$ cat config.mk
export PLATFORM = sky130hd
export DESIGN_NAME = decode_top
export DESIGN_NICKNAME = d
export VERILOG_FILES = /design/src/source/rv_decode_pkg.sv /design/src/source/control_unit_if.sv /design/src/source/control_unit.sv /design/src/source/decode_reg.sv /design/src/source/decode_top.sv /design/src/source/fu_dispatch.sv
export SDC_FILE = /design/constraint.sdc
export NUM_CORES = 1
export LEC_CHECK = 0
export BUFFER_PORTS_ARGS = -buffer_cell sky130_fd_sc_hd__buf_2
export CAP_MARGIN = 20
export CORE_ASPECT_RATIO = 0.9
export CORE_MARGIN = 1
export CORE_UTILIZATION = 40
export DETAILED_ROUTE_END_ITERATION = 10
export GPL_TIMING_DRIVEN = 0
export PLACE_DENSITY = 0.69
export SLEW_MARGIN = 25
export SYNTH_ARGS = -nofsm -noshare
export SYNTH_HDL_FRONTEND = slang
export SYNTH_SLANG_ARGS = --single-unit
$ cat constraint.sdc
create_clock -name CLK -period 2.99 [get_ports CLK]
set_clock_uncertainty 0.15 [all_clocks]
set_input_delay 0.598 -clock CLK [delete_from_list [all_inputs] [get_ports CLK]]
set_output_delay 0.598 -clock CLK [all_outputs]
set_load 0.1 [all_outputs]
$ cat src/source/rv_decode_pkg.sv
`default_nettype none

package rv_decode_pkg;

  // instruction and immediate width
  parameter int WORD_W = 32;
  parameter int REG_ADDR_W = 5;

  // major rv32 opcodes
  typedef enum logic [6:0] {
    LOAD    = 7'b000_0011,
    MISCMEM = 7'b000_1111,
    IMMED   = 7'b001_0011,
    AUIPC   = 7'b001_0111,
    STORE   = 7'b010_0011,
    REGREG  = 7'b011_0011,
    LUI     = 7'b011_0111,
    BRANCH  = 7'b110_0011,
    JALR    = 7'b110_0111,
    JAL     = 7'b110_1111,
    SYSTEM  = 7'b111_0011
  } opcode_t;

  typedef enum logic [3:0] {
    ALU_ADD  = 4'd0,
    ALU_SUB  = 4'd1,
    ALU_SLL  = 4'd2,
    ALU_SRL  = 4'd3,
    ALU_SRA  = 4'd4,
    ALU_AND  = 4'd5,
    ALU_OR   = 4'd6,
    ALU_XOR  = 4'd7,
    ALU_SLT  = 4'd8,
    ALU_SLTU = 4'd9
  } alu_op_t;

  // functional unit class
  typedef enum logic [1:0] {
    FU_ALU = 2'd0,
    FU_MUL = 2'd1,
    FU_DIV = 2'd2
  } fu_type_t;

  // write-back source
  typedef enum logic [2:0] {
    WB_LOAD = 3'd0,
    WB_PC4  = 3'd1,
    WB_IMM  = 3'd2,
    WB_ALU  = 3'd3,
    WB_CSR  = 3'd4
  } w_src_t;

  typedef enum logic [1:0] {
    CSR_NONE = 2'd0,
    CSR_SWAP = 2'd1,
    CSR_SET  = 2'd2,
    CSR_CLR  = 2'd3
  } csr_op_t;

  typedef enum logic [2:0] {
    PRIV_NONE   = 3'd0,
    PRIV_MRET   = 3'd1,
    PRIV_ECALL  = 3'd2,
    PRIV_EBREAK = 3'd3,
    PRIV_WFI    = 3'd4
  } priv_op_t;

  // operand signedness for mul and div
  typedef enum logic [1:0] {
    SIGNED          = 2'd0,
    UNSIGNED        = 2'd1,
    SIGNED_UNSIGNED = 2'd2
  } sign_t;

endpackage

`default_nettype wire

$ cat src/source/control_unit_if.sv
`timescale 1ns/1ps
`default_nettype none

interface control_unit_if;

  logic [rv_decode_pkg::WORD_W-1:0] instr;

  rv_decode_pkg::opcode_t opcode;
  rv_decode_pkg::alu_op_t alu_op;
  rv_decode_pkg::fu_type_t fu_type;
  rv_decode_pkg::sign_t sign_sel;
  // upper half of the product
  logic high_sel;
  // quotient when set, remainder otherwise
  logic div_quot;

  rv_decode_pkg::w_src_t w_src;
  logic wen;
  logic [rv_decode_pkg::REG_ADDR_W-1:0] rs1;
  logic [rv_decode_pkg::REG_ADDR_W-1:0] rs2;
  logic [rv_decode_pkg::REG_ADDR_W-1:0] rd;
  logic [rv_decode_pkg::WORD_W-1:0] imm;

  rv_decode_pkg::csr_op_t csr_op;
  logic csr_imm;

  rv_decode_pkg::priv_op_t priv_op;
  logic illegal;
  logic halt;

  modport decoder (
    input  instr,
    output opcode, alu_op, fu_type, sign_sel, high_sel, div_quot,
    output w_src, wen, rs1, rs2, rd, imm,
    output csr_op, csr_imm, priv_op, illegal, halt
  );

  modport capture (
    input instr,
    input opcode, alu_op, fu_type, sign_sel, high_sel, div_quot,
    input w_src, wen, rs1, rs2, rd, imm,
    input csr_op, csr_imm, priv_op, illegal, halt
  );

endinterface

`default_nettype wire

$ cat src/source/control_unit.sv
`timescale 1ns/1ps
`default_nettype none

module control_unit #(
  parameter bit HALT_ON_SELF_JUMP = 1'b1
) (
  control_unit_if.decoder cu_if
);

  logic [2:0] funct3;
  logic [6:0] funct7;
  logic is_regreg;
  logic is_shift_imm;
  logic base_wen;

  assign funct3 = cu_if.instr[14:12];
  assign funct7 = cu_if.instr[31:25];

  assign cu_if.opcode = rv_decode_pkg::opcode_t'(cu_if.instr[6:0]);
  assign is_regreg = (cu_if.opcode == rv_decode_pkg::REGREG);

  // register fields sit at fixed positions in every format
  assign cu_if.rs1 = cu_if.instr[19:15];
  assign cu_if.rs2 = cu_if.instr[24:20];
  assign cu_if.rd  = cu_if.instr[11:7];

  // slli, srli, srai
  assign is_shift_imm = (cu_if.opcode == rv_decode_pkg::IMMED) &&
                        (funct3 == 3'b001 || funct3 == 3'b101);

  // immediate selection by format
  always_comb begin
    cu_if.imm = '0;
    if (is_shift_imm) begin
      cu_if.imm = {27'd0, cu_if.instr[24:20]};
    end else begin
      case (cu_if.opcode)
        rv_decode_pkg::IMMED,
        rv_decode_pkg::LOAD,
        rv_decode_pkg::JALR:
          cu_if.imm = {{20{cu_if.instr[31]}}, cu_if.instr[31:20]};
        rv_decode_pkg::STORE:
          cu_if.imm = {{20{cu_if.instr[31]}}, cu_if.instr[31:25], cu_if.instr[11:7]};
        rv_decode_pkg::BRANCH:
          cu_if.imm = {{19{cu_if.instr[31]}}, cu_if.instr[31], cu_if.instr[7],
                       cu_if.instr[30:25], cu_if.instr[11:8], 1'b0};
        rv_decode_pkg::LUI,
        rv_decode_pkg::AUIPC:
          cu_if.imm = {cu_if.instr[31:12], 12'd0};
        rv_decode_pkg::JAL:
          cu_if.imm = {{11{cu_if.instr[31]}}, cu_if.instr[31], cu_if.instr[19:12],
                       cu_if.instr[20], cu_if.instr[30:21], 1'b0};
        default:
          cu_if.imm = '0;
      endcase
    end
  end

  // alu operation defaults to add outside reg-reg and reg-imm
  always_comb begin
    cu_if.alu_op = rv_decode_pkg::ALU_ADD;
    if (is_regreg || cu_if.opcode == rv_decode_pkg::IMMED) begin
      case (funct3)
        3'b000: cu_if.alu_op = (is_regreg && cu_if.instr[30]) ? rv_decode_pkg::ALU_SUB
                                                               : rv_decode_pkg::ALU_ADD;
        3'b001: cu_if.alu_op = rv_decode_pkg::ALU_SLL;
        3'b010: cu_if.alu_op = rv_decode_pkg::ALU_SLT;
        3'b011: cu_if.alu_op = rv_decode_pkg::ALU_SLTU;
        3'b100: cu_if.alu_op = rv_decode_pkg::ALU_XOR;
        3'b101: cu_if.alu_op = cu_if.instr[30] ? rv_decode_pkg::ALU_SRA
                                               : rv_decode_pkg::ALU_SRL;
        3'b110: cu_if.alu_op = rv_decode_pkg::ALU_OR;
        default: cu_if.alu_op = rv_decode_pkg::ALU_AND;
      endcase
    end
  end

  // m extension lives under reg-reg with funct7 0000001
  always_comb begin
    cu_if.fu_type = rv_decode_pkg::FU_ALU;
    if (is_regreg && funct7 == 7'b000_0001) begin
      cu_if.fu_type = funct3[2] ? rv_decode_pkg::FU_DIV : rv_decode_pkg::FU_MUL;
    end
  end

  always_comb begin
    case (funct3)
      3'b011, 3'b101, 3'b111: cu_if.sign_sel = rv_decode_pkg::UNSIGNED;
      3'b010:                 cu_if.sign_sel = rv_decode_pkg::SIGNED_UNSIGNED;
      default:                cu_if.sign_sel = rv_decode_pkg::SIGNED;
    endcase
  end

  assign cu_if.high_sel = |funct3[1:0];
  assign cu_if.div_quot = ~funct3[1];

  // bit 2 of funct3 picks the zimm csr form
  always_comb begin
    cu_if.csr_op = rv_decode_pkg::CSR_NONE;
    if (cu_if.opcode == rv_decode_pkg::SYSTEM) begin
      case (funct3[1:0])
        2'b01:   cu_if.csr_op = rv_decode_pkg::CSR_SWAP;
        2'b10:   cu_if.csr_op = rv_decode_pkg::CSR_SET;
        2'b11:   cu_if.csr_op = rv_decode_pkg::CSR_CLR;
        default: cu_if.csr_op = rv_decode_pkg::CSR_NONE;
      endcase
    end
  end

  assign cu_if.csr_imm = funct3[2] && (cu_if.csr_op != rv_decode_pkg::CSR_NONE);

  // privileged ops are identified by the funct12 field
  always_comb begin
    cu_if.priv_op = rv_decode_pkg::PRIV_NONE;
    if (cu_if.opcode == rv_decode_pkg::SYSTEM && funct3 == 3'b000) begin
      case (cu_if.instr[31:20])
        12'h000: cu_if.priv_op = rv_decode_pkg::PRIV_ECALL;
        12'h001: cu_if.priv_op = rv_decode_pkg::PRIV_EBREAK;
        12'h105: cu_if.priv_op = rv_decode_pkg::PRIV_WFI;
        12'h302: cu_if.priv_op = rv_decode_pkg::PRIV_MRET;
        default: cu_if.priv_op = rv_decode_pkg::PRIV_NONE;
      endcase
    end
  end

  always_comb begin
    case (cu_if.opcode)
      rv_decode_pkg::LOAD:   cu_if.w_src = rv_decode_pkg::WB_LOAD;
      rv_decode_pkg::JAL,
      rv_decode_pkg::JALR:   cu_if.w_src = rv_decode_pkg::WB_PC4;
      rv_decode_pkg::LUI:    cu_if.w_src = rv_decode_pkg::WB_IMM;
      rv_decode_pkg::IMMED,
      rv_decode_pkg::AUIPC,
      rv_decode_pkg::REGREG: cu_if.w_src = rv_decode_pkg::WB_ALU;
      rv_decode_pkg::SYSTEM: cu_if.w_src = rv_decode_pkg::WB_CSR;
      default:               cu_if.w_src = rv_decode_pkg::WB_LOAD;
    endcase
  end

  always_comb begin
    case (cu_if.opcode)
      rv_decode_pkg::IMMED, rv_decode_pkg::LUI, rv_decode_pkg::AUIPC,
      rv_decode_pkg::REGREG, rv_decode_pkg::JAL, rv_decode_pkg::JALR,
      rv_decode_pkg::LOAD:   base_wen = 1'b1;
      rv_decode_pkg::SYSTEM: base_wen = (cu_if.csr_op != rv_decode_pkg::CSR_NONE);
      default:               base_wen = 1'b0;
    endcase
  end

  always_comb begin
    case (cu_if.opcode)
      rv_decode_pkg::REGREG:
        cu_if.illegal = funct7[0] && (funct7 != 7'b000_0001);
      rv_decode_pkg::LUI, rv_decode_pkg::AUIPC, rv_decode_pkg::JAL,
      rv_decode_pkg::JALR, rv_decode_pkg::BRANCH, rv_decode_pkg::LOAD,
      rv_decode_pkg::STORE, rv_decode_pkg::IMMED, rv_decode_pkg::SYSTEM,
      rv_decode_pkg::MISCMEM:
        cu_if.illegal = 1'b0;
      default:
        cu_if.illegal = 1'b1;
    endcase
  end

  // never write back on an illegal encoding
  assign cu_if.wen = base_wen && !cu_if.illegal;

  // a jal to itself spins forever and marks the end of a program
  assign cu_if.halt = HALT_ON_SELF_JUMP && (cu_if.instr == 32'h0000_006f);

endmodule

`default_nettype wire

$ cat src/source/decode_reg.sv
`timescale 1ns/1ps
`default_nettype none

module decode_reg (
  input  logic                                 CLK,
  input  logic                                 rst_n_i,
  input  logic                                 instr_valid_i,
  input  logic                                 stall_i,
  control_unit_if.capture                      cu_if,
  output logic                                 valid_o,
  output rv_decode_pkg::alu_op_t               alu_op_o,
  output rv_decode_pkg::fu_type_t              fu_type_o,
  output rv_decode_pkg::w_src_t                w_src_o,
  output logic                                 wen_o,
  output logic [rv_decode_pkg::REG_ADDR_W-1:0] rs1_o,
  output logic [rv_decode_pkg::REG_ADDR_W-1:0] rs2_o,
  output logic [rv_decode_pkg::REG_ADDR_W-1:0] rd_o,
  output logic [rv_decode_pkg::WORD_W-1:0]     imm_o,
  output rv_decode_pkg::csr_op_t               csr_op_o,
  output logic                                 csr_imm_o,
  output rv_decode_pkg::priv_op_t              priv_op_o,
  output logic                                 illegal_o,
  output logic                                 halt_o
);

  logic load;
  logic wen_q;

  assign load = instr_valid_i && !stall_i;

  // control state
  always_ff @(posedge CLK) begin
    if (!rst_n_i) begin
      valid_o   <= 1'b0;
      illegal_o <= 1'b0;
      halt_o    <= 1'b0;
    end else if (!stall_i) begin
      valid_o <= instr_valid_i;
      if (instr_valid_i) begin
        illegal_o <= cu_if.illegal;
        halt_o    <= cu_if.halt;
      end
    end
  end

  // payload, held through stalls and bubbles
  always_ff @(posedge CLK) begin
    if (load) begin
      alu_op_o  <= cu_if.alu_op;
      fu_type_o <= cu_if.fu_type;
      w_src_o   <= cu_if.w_src;
      wen_q     <= cu_if.wen;
      rs1_o     <= cu_if.rs1;
      rs2_o     <= cu_if.rs2;
      rd_o      <= cu_if.rd;
      imm_o     <= cu_if.imm;
      csr_op_o  <= cu_if.csr_op;
      csr_imm_o <= cu_if.csr_imm;
      priv_op_o <= cu_if.priv_op;
    end
  end

  // a bubble never writes the register file
  assign wen_o = valid_o && wen_q;

  valid_known_a: assert property (@(posedge CLK) disable iff (!rst_n_i)
    !$isunknown(valid_o))
    else $error("valid_o unknown after reset");

endmodule

`default_nettype wire

$ cat src/source/decode_top.sv
`timescale 1ns/1ps
`default_nettype none

module decode_top #(
  parameter bit          HALT_ON_SELF_JUMP = 1'b1,
  parameter int unsigned DIV_LATENCY       = 4
) (
  input  logic                                 CLK,
  input  logic                                 rst_n_i,
  input  logic [rv_decode_pkg::WORD_W-1:0]     instr_i,
  input  logic                                 instr_valid_i,
  output logic                                 valid_o,
  output rv_decode_pkg::alu_op_t               alu_op_o,
  output rv_decode_pkg::fu_type_t              fu_type_o,
  output rv_decode_pkg::w_src_t                w_src_o,
  output logic                                 wen_o,
  output logic [rv_decode_pkg::REG_ADDR_W-1:0] rs1_o,
  output logic [rv_decode_pkg::REG_ADDR_W-1:0] rs2_o,
  output logic [rv_decode_pkg::REG_ADDR_W-1:0] rd_o,
  output logic [rv_decode_pkg::WORD_W-1:0]     imm_o,
  output rv_decode_pkg::csr_op_t               csr_op_o,
  output logic                                 csr_imm_o,
  output rv_decode_pkg::priv_op_t              priv_op_o,
  output logic                                 illegal_o,
  output logic                                 halt_o,
  output logic                                 alu_issue_o,
  output logic                                 mul_issue_o,
  output logic                                 div_issue_o,
  output logic                                 stall_o
);

  control_unit_if cu_if ();

  assign cu_if.instr = instr_i;

  control_unit #(
    .HALT_ON_SELF_JUMP(HALT_ON_SELF_JUMP)
  ) control_unit_inst (
    .cu_if(cu_if.decoder)
  );

  // stall from the dispatcher freezes the decode register
  decode_reg decode_reg_inst (
    .CLK          (CLK),
    .rst_n_i      (rst_n_i),
    .instr_valid_i(instr_valid_i),
    .stall_i      (stall_o),
    .cu_if        (cu_if.capture),
    .valid_o      (valid_o),
    .alu_op_o     (alu_op_o),
    .fu_type_o    (fu_type_o),
    .w_src_o      (w_src_o),
    .wen_o        (wen_o),
    .rs1_o        (rs1_o),
    .rs2_o        (rs2_o),
    .rd_o         (rd_o),
    .imm_o        (imm_o),
    .csr_op_o     (csr_op_o),
    .csr_imm_o    (csr_imm_o),
    .priv_op_o    (priv_op_o),
    .illegal_o    (illegal_o),
    .halt_o       (halt_o)
  );

  fu_dispatch #(
    .DIV_LATENCY(DIV_LATENCY)
  ) fu_dispatch_inst (
    .CLK        (CLK),
    .rst_n_i    (rst_n_i),
    .valid_i    (valid_o),
    .fu_type_i  (fu_type_o),
    .alu_issue_o(alu_issue_o),
    .mul_issue_o(mul_issue_o),
    .div_issue_o(div_issue_o),
    .stall_o    (stall_o)
  );

endmodule

`default_nettype wire

$ cat src/source/fu_dispatch.sv
`timescale 1ns/1ps
`default_nettype none

module fu_dispatch #(
  parameter int unsigned DIV_LATENCY = 4
) (
  input  logic                    CLK,
  input  logic                    rst_n_i,
  input  logic                    valid_i,
  input  rv_decode_pkg::fu_type_t fu_type_i,
  output logic                    alu_issue_o,
  output logic                    mul_issue_o,
  output logic                    div_issue_o,
  output logic                    stall_o
);

  localparam int CNT_W = $clog2(DIV_LATENCY + 1);

  logic [CNT_W-1:0] div_cnt;
  logic div_busy;
  logic is_mul;
  logic is_div;

  assign div_busy = (div_cnt != '0);
  assign is_mul = (fu_type_i == rv_decode_pkg::FU_MUL);
  assign is_div = (fu_type_i == rv_decode_pkg::FU_DIV);

  // mul and div share the divider datapath so only they wait
  assign stall_o = valid_i && (is_mul || is_div) && div_busy;

  assign alu_issue_o = valid_i && (fu_type_i == rv_decode_pkg::FU_ALU);
  assign mul_issue_o = valid_i && is_mul && !div_busy;
  assign div_issue_o = valid_i && is_div && !div_busy;

  // divider occupancy
  always_ff @(posedge CLK) begin
    if (!rst_n_i) begin
      div_cnt <= '0;
    end else if (div_issue_o) begin
      div_cnt <= CNT_W'(DIV_LATENCY);
    end else if (div_busy) begin
      div_cnt <= div_cnt - 1'b1;
    end
  end

  // the decode register keeps a stalled instruction in place
  stall_hold_a: assert property (@(posedge CLK) disable iff (!rst_n_i)
    stall_o |=> valid_i && $stable(fu_type_i))
    else $error("stalled instruction not held");

endmodule

`default_nettype wire

==> flow_summary.json, run 1 <==
{
  "postCtsSetupRepairBufs": 0,
  "min_path_type": "in -> reg",
  "crit_end": "mul_issue_o",
  "synthSimpleGateAreaFrac_pct": 17.99,
  "synth_ff_type": "edfxtp_1",
  "yosys-top-cells-area": "edfxtp_1 (61%), a21oi_1 (4.2%), dfxtp_1 (3.9%)",
  "grt_max_degree": 28,
  "fill_cells": 672,
  "nNetsFinal": 404,
  "cts_tree": "yes",
  "clkTransAtPathRegs_ps": 80,
  "leakage_uw": 0.001709,
  "synth_area_per_cell_um2": 12.32,
  "power.share.combinational_pct": 16.6,
  "pwr-share-seq_pct": 47.6,
  "stdcell_area_um2": 3989,
  "drive_above_1_share_pct": 36.04,
  "die-area_um2": 8057,
  "fp.dieW_um": 94.51,
  "worstSkewPairLatency_ps": 340,
  "min_period_ps": 2769,
  "cts_root_buffer": "clkbuf_8",
  "cts_buffers": 9,
  "drt-total-wl_mm": 7.394,
  "startpoint": "fu_dispatch_inst.div_cnt[0]$_SDFFE_PP0N_",
  "initial_core_util_pct": 42.45,
  "die_height_um": 85.26,
  "ff2ff_setup_slack_ps": 630,
  "multi_input_area_um2": 1001,
  "yosys.area_share.adder_pct": 2.031,
  "reg2reg_from": "fu_dispatch_inst.div_cnt[0]$_SDFFE_PP0N_",
  "synthXorXnorAreaFrac_pct": 0.2843,
  "rr_worst_depth": 7,
  "yosysUniqueCellTypes": 51,
  "cts_hold_buf": 0,
  "antenna_left": 0,
  "gr-usage-all-layers_pct": 19.46,
  "synth_area_leader_cell": "edfxtp_1",
  "setup_viol": 0,
  "p_int_uw": 1656,
  "holdPathStages": 1,
  "cellPowerDensity_nw_per_um2": 577.4,
  "slew_viol_final": 0,
  "placed_area_um2": 3770,
  "yosysSeqAreaShare_pct": 65.31,
  "synth_top_family_by_area": "simple AND/OR/NAND/NOR gates",
  "synth_compound_area_share_pct": 10.64,
  "critPathKind": "reg -> out",
  "finalNonFillerCells": 462,
  "synth_edf_count": 63,
  "switchingPower_uw": 647.1,
  "rsz0062_at_grt": "no",
  "clock_path_buffers": 2,
  "grt_pass1_wl_mm": 11.61,
  "synthArstFlopShare_pct": 0,
  "synth-seq-cells": 69,
  "muxShareOfSynthArea_pct": 1.015,
  "holdCritStartpoint": "instr_i[17]",
  "finalHoldViolations": 0,
  "dp_hpwl_mm": 5.414,
  "slew_headroom_pct": 44.62,
  "grt_overflow_total": 0,
  "status": "finished, final reports clean",
  "setup_tns_ps": 0,
  "crit_required_ps": 2240,
  "viasPerCell": 5.314,
  "antenna_found_initial": 0,
  "r2r_end": "decode_reg_inst.imm_o[7]$_SDFFCE_PP0P_",
  "clock-sinks": 69,
  "num_vias": 2455,
  "wl_per_cell_um": 16.00,
  "route.detailed.drc": 0,
  "arrival_ps": 2020,
  "rows": 29,
  "startpoint_type": "flip-flop",
  "placed_cells": 446,
  "setup_ws_ps": 221.1,
  "portBuffers": 101,
  "first_pass_iters": 6,
  "syn_inst": 250,
  "syn_to_final_growth_pct": 29.49,
  "syn-cell-area_um2": 3080,
  "diodes": 0,
  "grt_pass1_vias": 2323,
  "fin_crit_sh_pct": 92.61,
  "synthTopCellsByCount": "edfxtp_1 (63), nand2_1 (31), a21oi_1 (26), nor2_1 (12), inv_1 (11)",
  "regArea_um2": 2012,
  "yosysMostFrequentCell": "edfxtp_1",
  "critPathCaptureType": "output pin",
  "max_freq_ghz": 0.3612,
  "synth_warnings": 0,
  "cap_violations": 0,
  "swShare_pct": 28.09,
  "dp_worst_setup_slack_ps": 368.0,
  "ios": 105,
  "synth_top_area_share_pct": 61.41,
  "total_power_uw": 2303,
  "drt_iter0_drc": 103,
  "p_clk_share_pct": 35.7,
  "cp_max_fo": 7,
  "core-area_um2": 7257,
  "worst_pin_slew_ps": 828.9,
  "h-tree-depth": 3,
  "gp_congestion": 0.7992,
  "synthesis.nets": 290,
  "ir_drop_mv": 0.3036
}
flip-flops by register name (all words and copies together), names as in the netlist, 3 cells and up:
name and flops:
decode_reg_inst.rs1_o 5, decode_reg_inst.imm_o 32, fu_dispatch_inst.div_cnt 3, decode_reg_inst.rs2_o 5, decode_reg_inst.priv_op_o 3, decode_reg_inst.w_src_o 3
decode_reg_inst.rd_o 5, decode_reg_inst.alu_op_o 4
cell usage in the layout, fill, tap and decap left out, types with 2 or more instances in the layout:
| master | netlist | final |
|---|---|---|
| nor2_1 | 12 | 11 |
| nor4_1 | 5 | 5 |
| inv_1 | 11 | 10 |
| a21boi_0 | 2 | 2 |
| nand2b_1 | 4 | 4 |
| clkinvlp_4 | 0 | 3 |
| nor2b_1 | 2 | 2 |
| a22o_1 | 4 | 4 |
| or3_1 | 2 | 2 |
| o21bai_1 | 2 | 2 |
| clkbuf_8 | 0 | 9 |
| bufinv_16 | 0 | 2 |
| nand4b_1 | 2 | 2 |
| ha_1 | 5 | 5 |
| and2_1 | 10 | 10 |
| mux2i_1 | 2 | 2 |
| nand2_1 | 31 | 30 |
| dfxtp_1 | 6 | 6 |
| o21ai_0 | 3 | 2 |
| nand3_1 | 7 | 7 |
| a211oi_1 | 2 | 2 |
| edfxtp_1 | 63 | 63 |
| buf_2 | 4 | 104 |
| clkbuf_1 | 6 | 7 |
| nor2_2 | 1 | 2 |
| nor3_1 | 8 | 8 |
| a21oi_1 | 26 | 26 |
| nor3b_1 | 4 | 4 |
repair_timing:
item	in CTS	in global routing
endpoints found under the setup margin	0	1
endpoints found under the hold margin	0	0
gates resized for setup	0	1
cells by family after synthesis:
| family | count (synthesis) |
|---|---|
| compound gates | 51 |
| xor+xnor | 1 |
| fa+ha+maj | 5 |
| buf+inv | 21 |
| flops | 69 |
| mux | 3 |
| simple gates | 100 |
power by group through the flow:
stage	Sequential [uW]	Combinational (uW)	Clock, uW
floorplan	1240	159	0
global placement	1120	366	0
detailed placement	1120	385	0
CTS	1100	386	840
global route	1100	418	887
finish	1100	383	823
worst min-delay path by stage:
stage                                                     to  slack [ps]
floorplan           fu_dispatch_inst.div_cnt[1]$_SDFFE_PP0N_         300
global placement         decode_reg_inst.halt_o$_SDFFE_PN0P_         300
detailed placement       decode_reg_inst.halt_o$_SDFFE_PN0P_         320
CTS                       decode_reg_inst.rs1_o[3]$_DFFE_PP_         300
global route              decode_reg_inst.rs1_o[3]$_DFFE_PP_         290
finish                    decode_reg_inst.rs1_o[2]$_DFFE_PP_         310
worst max-delay path, stage by stage, from the launching register on:
cell and delay (ps):
dfxtp_1 300, inv_1 110, ha_1 180, nor2b_1 130, clkbuf_1 340, and3_1 200, buf_2 420
routing by layer:
metal,part of all wire [%],track usage (%),vias to the layer above,routed length (um)
li1,-,-,1165,-
met1,45,25.32,1187,3294
met2,46,30.83,91,3414
met3,8.0,6.720,12,588
met4,1.3,5.647,0,96
met5,0,0,-,0
layout make-up:
cell class | instances | area share [%]
inverters | 11 | 1.129
clock buffers | 10 | 3.199
clock inverters | 6 | 2.227
plain buffers | 10 | 1.066
multi-input cells | 160 | 25.09
repair buffers | 103 | 13.93
well taps | 93 | 2.917
flip-flops and latches | 69 | 50.44
metrics by stage:
stage	util (%)	hold slack (ps)
after CTS	54.93	299.3
after global placement	51.29	302.7
final	54.97	313.1
after global routing	54.97	293.8
after floorplan	-	304.4
after detailed placement	51.95	319.7
Note: power is estimated with default switching activity, not from simulation.
==> run 2, diff against run 1 <==
--- a/config.mk
+++ b/config.mk
@@ -7,9 +7,10 @@
 export LEC_CHECK = 0
 export BUFFER_PORTS_ARGS = -buffer_cell sky130_fd_sc_hd__buf_2
 export CAP_MARGIN = 20
-export CORE_ASPECT_RATIO = 0.9
+export CORE_ASPECT_RATIO = 1.2
 export CORE_MARGIN = 1
 export CORE_UTILIZATION = 40
+export CTS_CLUSTER_DIAMETER = 100
 export DETAILED_ROUTE_END_ITERATION = 10
 export GPL_TIMING_DRIVEN = 0
 export PLACE_DENSITY = 0.69
==> run 2 against run 1 <==
  * Hold slack worse by 0.77 ps
  * Sequential cell count unchanged
  * First-iteration DRC count grew 26%
  * Critical path type unchanged
  * Largest cell class unchanged
  * Utilization down 1.6 points
  * Critical endpoint is now div_issue_o
  * Wire length fell by 1.1%
  * Cell count fell by 0.87%
  * Sequential share of layout area up 0.77 points
  * Worst setup slack got worse by 52 ps
==> flow_summary.json, run 2 (synthesis results as in run 1) <==
{
  "status": "finished, final reports clean",
  "rsz0062_at_grt": "no",
  "slew_headroom_pct": 42.19,
  "nNetsFinal": 403,
  "first_pass_iters": 4,
  "min_period_ps": 2821,
  "regMostFlops": "decode_reg_inst.imm_o",
  "power.share.combinational_pct": 17.2,
  "clock-sinks": 69,
  "switchingPower_uw": 641.1,
  "worstSkewPairLatency_ps": 330,
  "final_cell_mix": "buf_2 (105), edfxtp_1 (63), nand2_1 (30), a21oi_1 (26), nor2_1 (11)",
  "critPathCaptureType": "output pin",
  "grt_pass1_wl_mm": 11.71,
  "placed_area_um2": 3739,
  "finalHoldViolations": 0,
  "reg2reg_from": "fu_dispatch_inst.div_cnt[0]$_SDFFE_PP0N_",
  "leakage_uw": 0.001684,
  "clkTransAtPathRegs_ps": 70,
  "ios": 105,
  "stdcell_area_um2": 3929,
  "fill_cells": 665,
  "crit_required_ps": 2240,
  "dp_hpwl_mm": 5.293,
  "grt_pass1_vias": 2362,
  "setup_tns_ps": 0,
  "regArea_um2": 2012,
  "gp_congestion": 0.8007,
  "arrival_ps": 2070,
  "drive_above_1_share_pct": 35.60,
  "cts_tree": "yes",
  "h-tree-depth": 3,
  "rows": 34,
  "ctsResizeCount": 0,
  "route.detailed.drc": 0,
  "antenna_found_initial": 0,
  "drt_iter0_drc": 130,
  "startpoint": "fu_dispatch_inst.div_cnt[0]$_SDFFE_PP0N_",
  "gr-usage-all-layers_pct": 19.86,
  "viasPerCell": 5.354,
  "cts_buffers": 9,
  "clock_path_buffers": 2,
  "worst_pin_slew_ps": 865.3,
  "crit_end": "div_issue_o",
  "cap_violations": 0,
  "grt_overflow_total": 0,
  "cp_max_fo": 7,
  "r2r_end": "decode_reg_inst.w_src_o[0]$_DFFE_PP_",
  "setup_viol": 0,
  "p_clk_share_pct": 33.0,
  "cts_hold_buf": 0,
  "ir_drop_mv": 0.2565,
  "ff2ff_setup_slack_ps": 380,
  "cellPowerDensity_nw_per_um2": 560.9,
  "total_power_uw": 2204,
  "drt-total-wl_mm": 7.316,
  "grt_max_degree": 34,
  "fin_crit_sh_pct": 94.33,
  "syn_to_final_growth_pct": 27.54,
  "startpoint_type": "flip-flop",
  "die-area_um2": 8057,
  "rr_worst_depth": 7,
  "pwr-share-seq_pct": 49.9,
  "initial_core_util_pct": 41.86,
  "cts_root_buffer": "clkbuf_8",
  "slew_viol_final": 0,
  "antenna_left": 0,
  "critPathKind": "reg -> out",
  "diodes": 0,
  "largest_reg_flops": 32,
  "swShare_pct": 29.09,
  "p_int_uw": 1562,
  "min_path_type": "in -> reg",
  "core-area_um2": 7360,
  "max_freq_ghz": 0.3545,
  "fin_util_pct": 53.38,
  "fp.dieW_um": 82.11,
  "multi_input_area_um2": 1001,
  "num_vias": 2452,
  "whs_ps": 312.3,
  "portBuffers": 101,
  "wl_per_cell_um": 15.97,
  "die_height_um": 98.13,
  "postCtsSetupRepairBufs": 0,
  "layout_commonest_cell": "buf_2"
}
-- run 2: power groups by stage --
stage | logic (uW) | clock network [uW] | registers, uW
after floorplan | 159 | 0 | 1240
final | 378 | 726 | 1100
after global placement | 367 | 0 | 1120
after CTS | 381 | 743 | 1100
after detailed placement | 378 | 0 | 1120
after global routing | 409 | 782 | 1100
-- run 2: how the worst min path moves through the flow --
stage               slack (ps)  cells past startpoint                                  endpoint                                     start
floorplan                  300                      2  fu_dispatch_inst.div_cnt[1]$_SDFFE_PP0N_  fu_dispatch_inst.div_cnt[1]$_SDFFE_PP0N_
global placement           310                      2       decode_reg_inst.halt_o$_SDFFE_PN0P_       decode_reg_inst.halt_o$_SDFFE_PN0P_
detailed placement         320                      2       decode_reg_inst.halt_o$_SDFFE_PN0P_       decode_reg_inst.halt_o$_SDFFE_PN0P_
CTS                        300                      1        decode_reg_inst.rs1_o[4]$_DFFE_PP_                               instr_i[19]
global route               300                      1        decode_reg_inst.rs1_o[4]$_DFFE_PP_                               instr_i[19]
finish                     310                      1        decode_reg_inst.rs1_o[4]$_DFFE_PP_                               instr_i[19]
-- run 2: metal layers --
| layer | wire (um) | part of all wire (%) | vias up | global-route usage (%) |
|---|---|---|---|---|
| li1 | - | - | 1165 | - |
| met1 | 3151 | 43 | 1191 | 25.28 |
| met2 | 3657 | 50 | 84 | 31.47 |
| met3 | 351 | 4.8 | 12 | 5.514 |
| met4 | 157 | 2.1 | 0 | 8.097 |
| met5 | 0 | 0 | - | 0 |
-- run 2: cell type report --
type	count	share of cell area, %
clock buffers	9	3.153
inverters	11	1.146
clock inverters	7	1.688
plain buffers	10	1.083
repair buffers	102	13.38
flip-flops and latches	69	51.21
well taps	90	2.866
multi-input cells	160	25.48
-- run 2: critical path, stage by stage, from the launching register on --
cell	delay, ps
dfxtp_1	300
inv_1	110
ha_1	170
nor2b_1	130
clkbuf_1	320
nand3_1	200
inv_1	80
buf_2	420
-- run 2: through the flow --
step	std cells	worst slack, ps
after floorplan	250	-247.5
after global placement	441	-9.136
after detailed placement	442	339.9
after CTS	458	133.3
after global routing	458	38.53
final	458	169.5
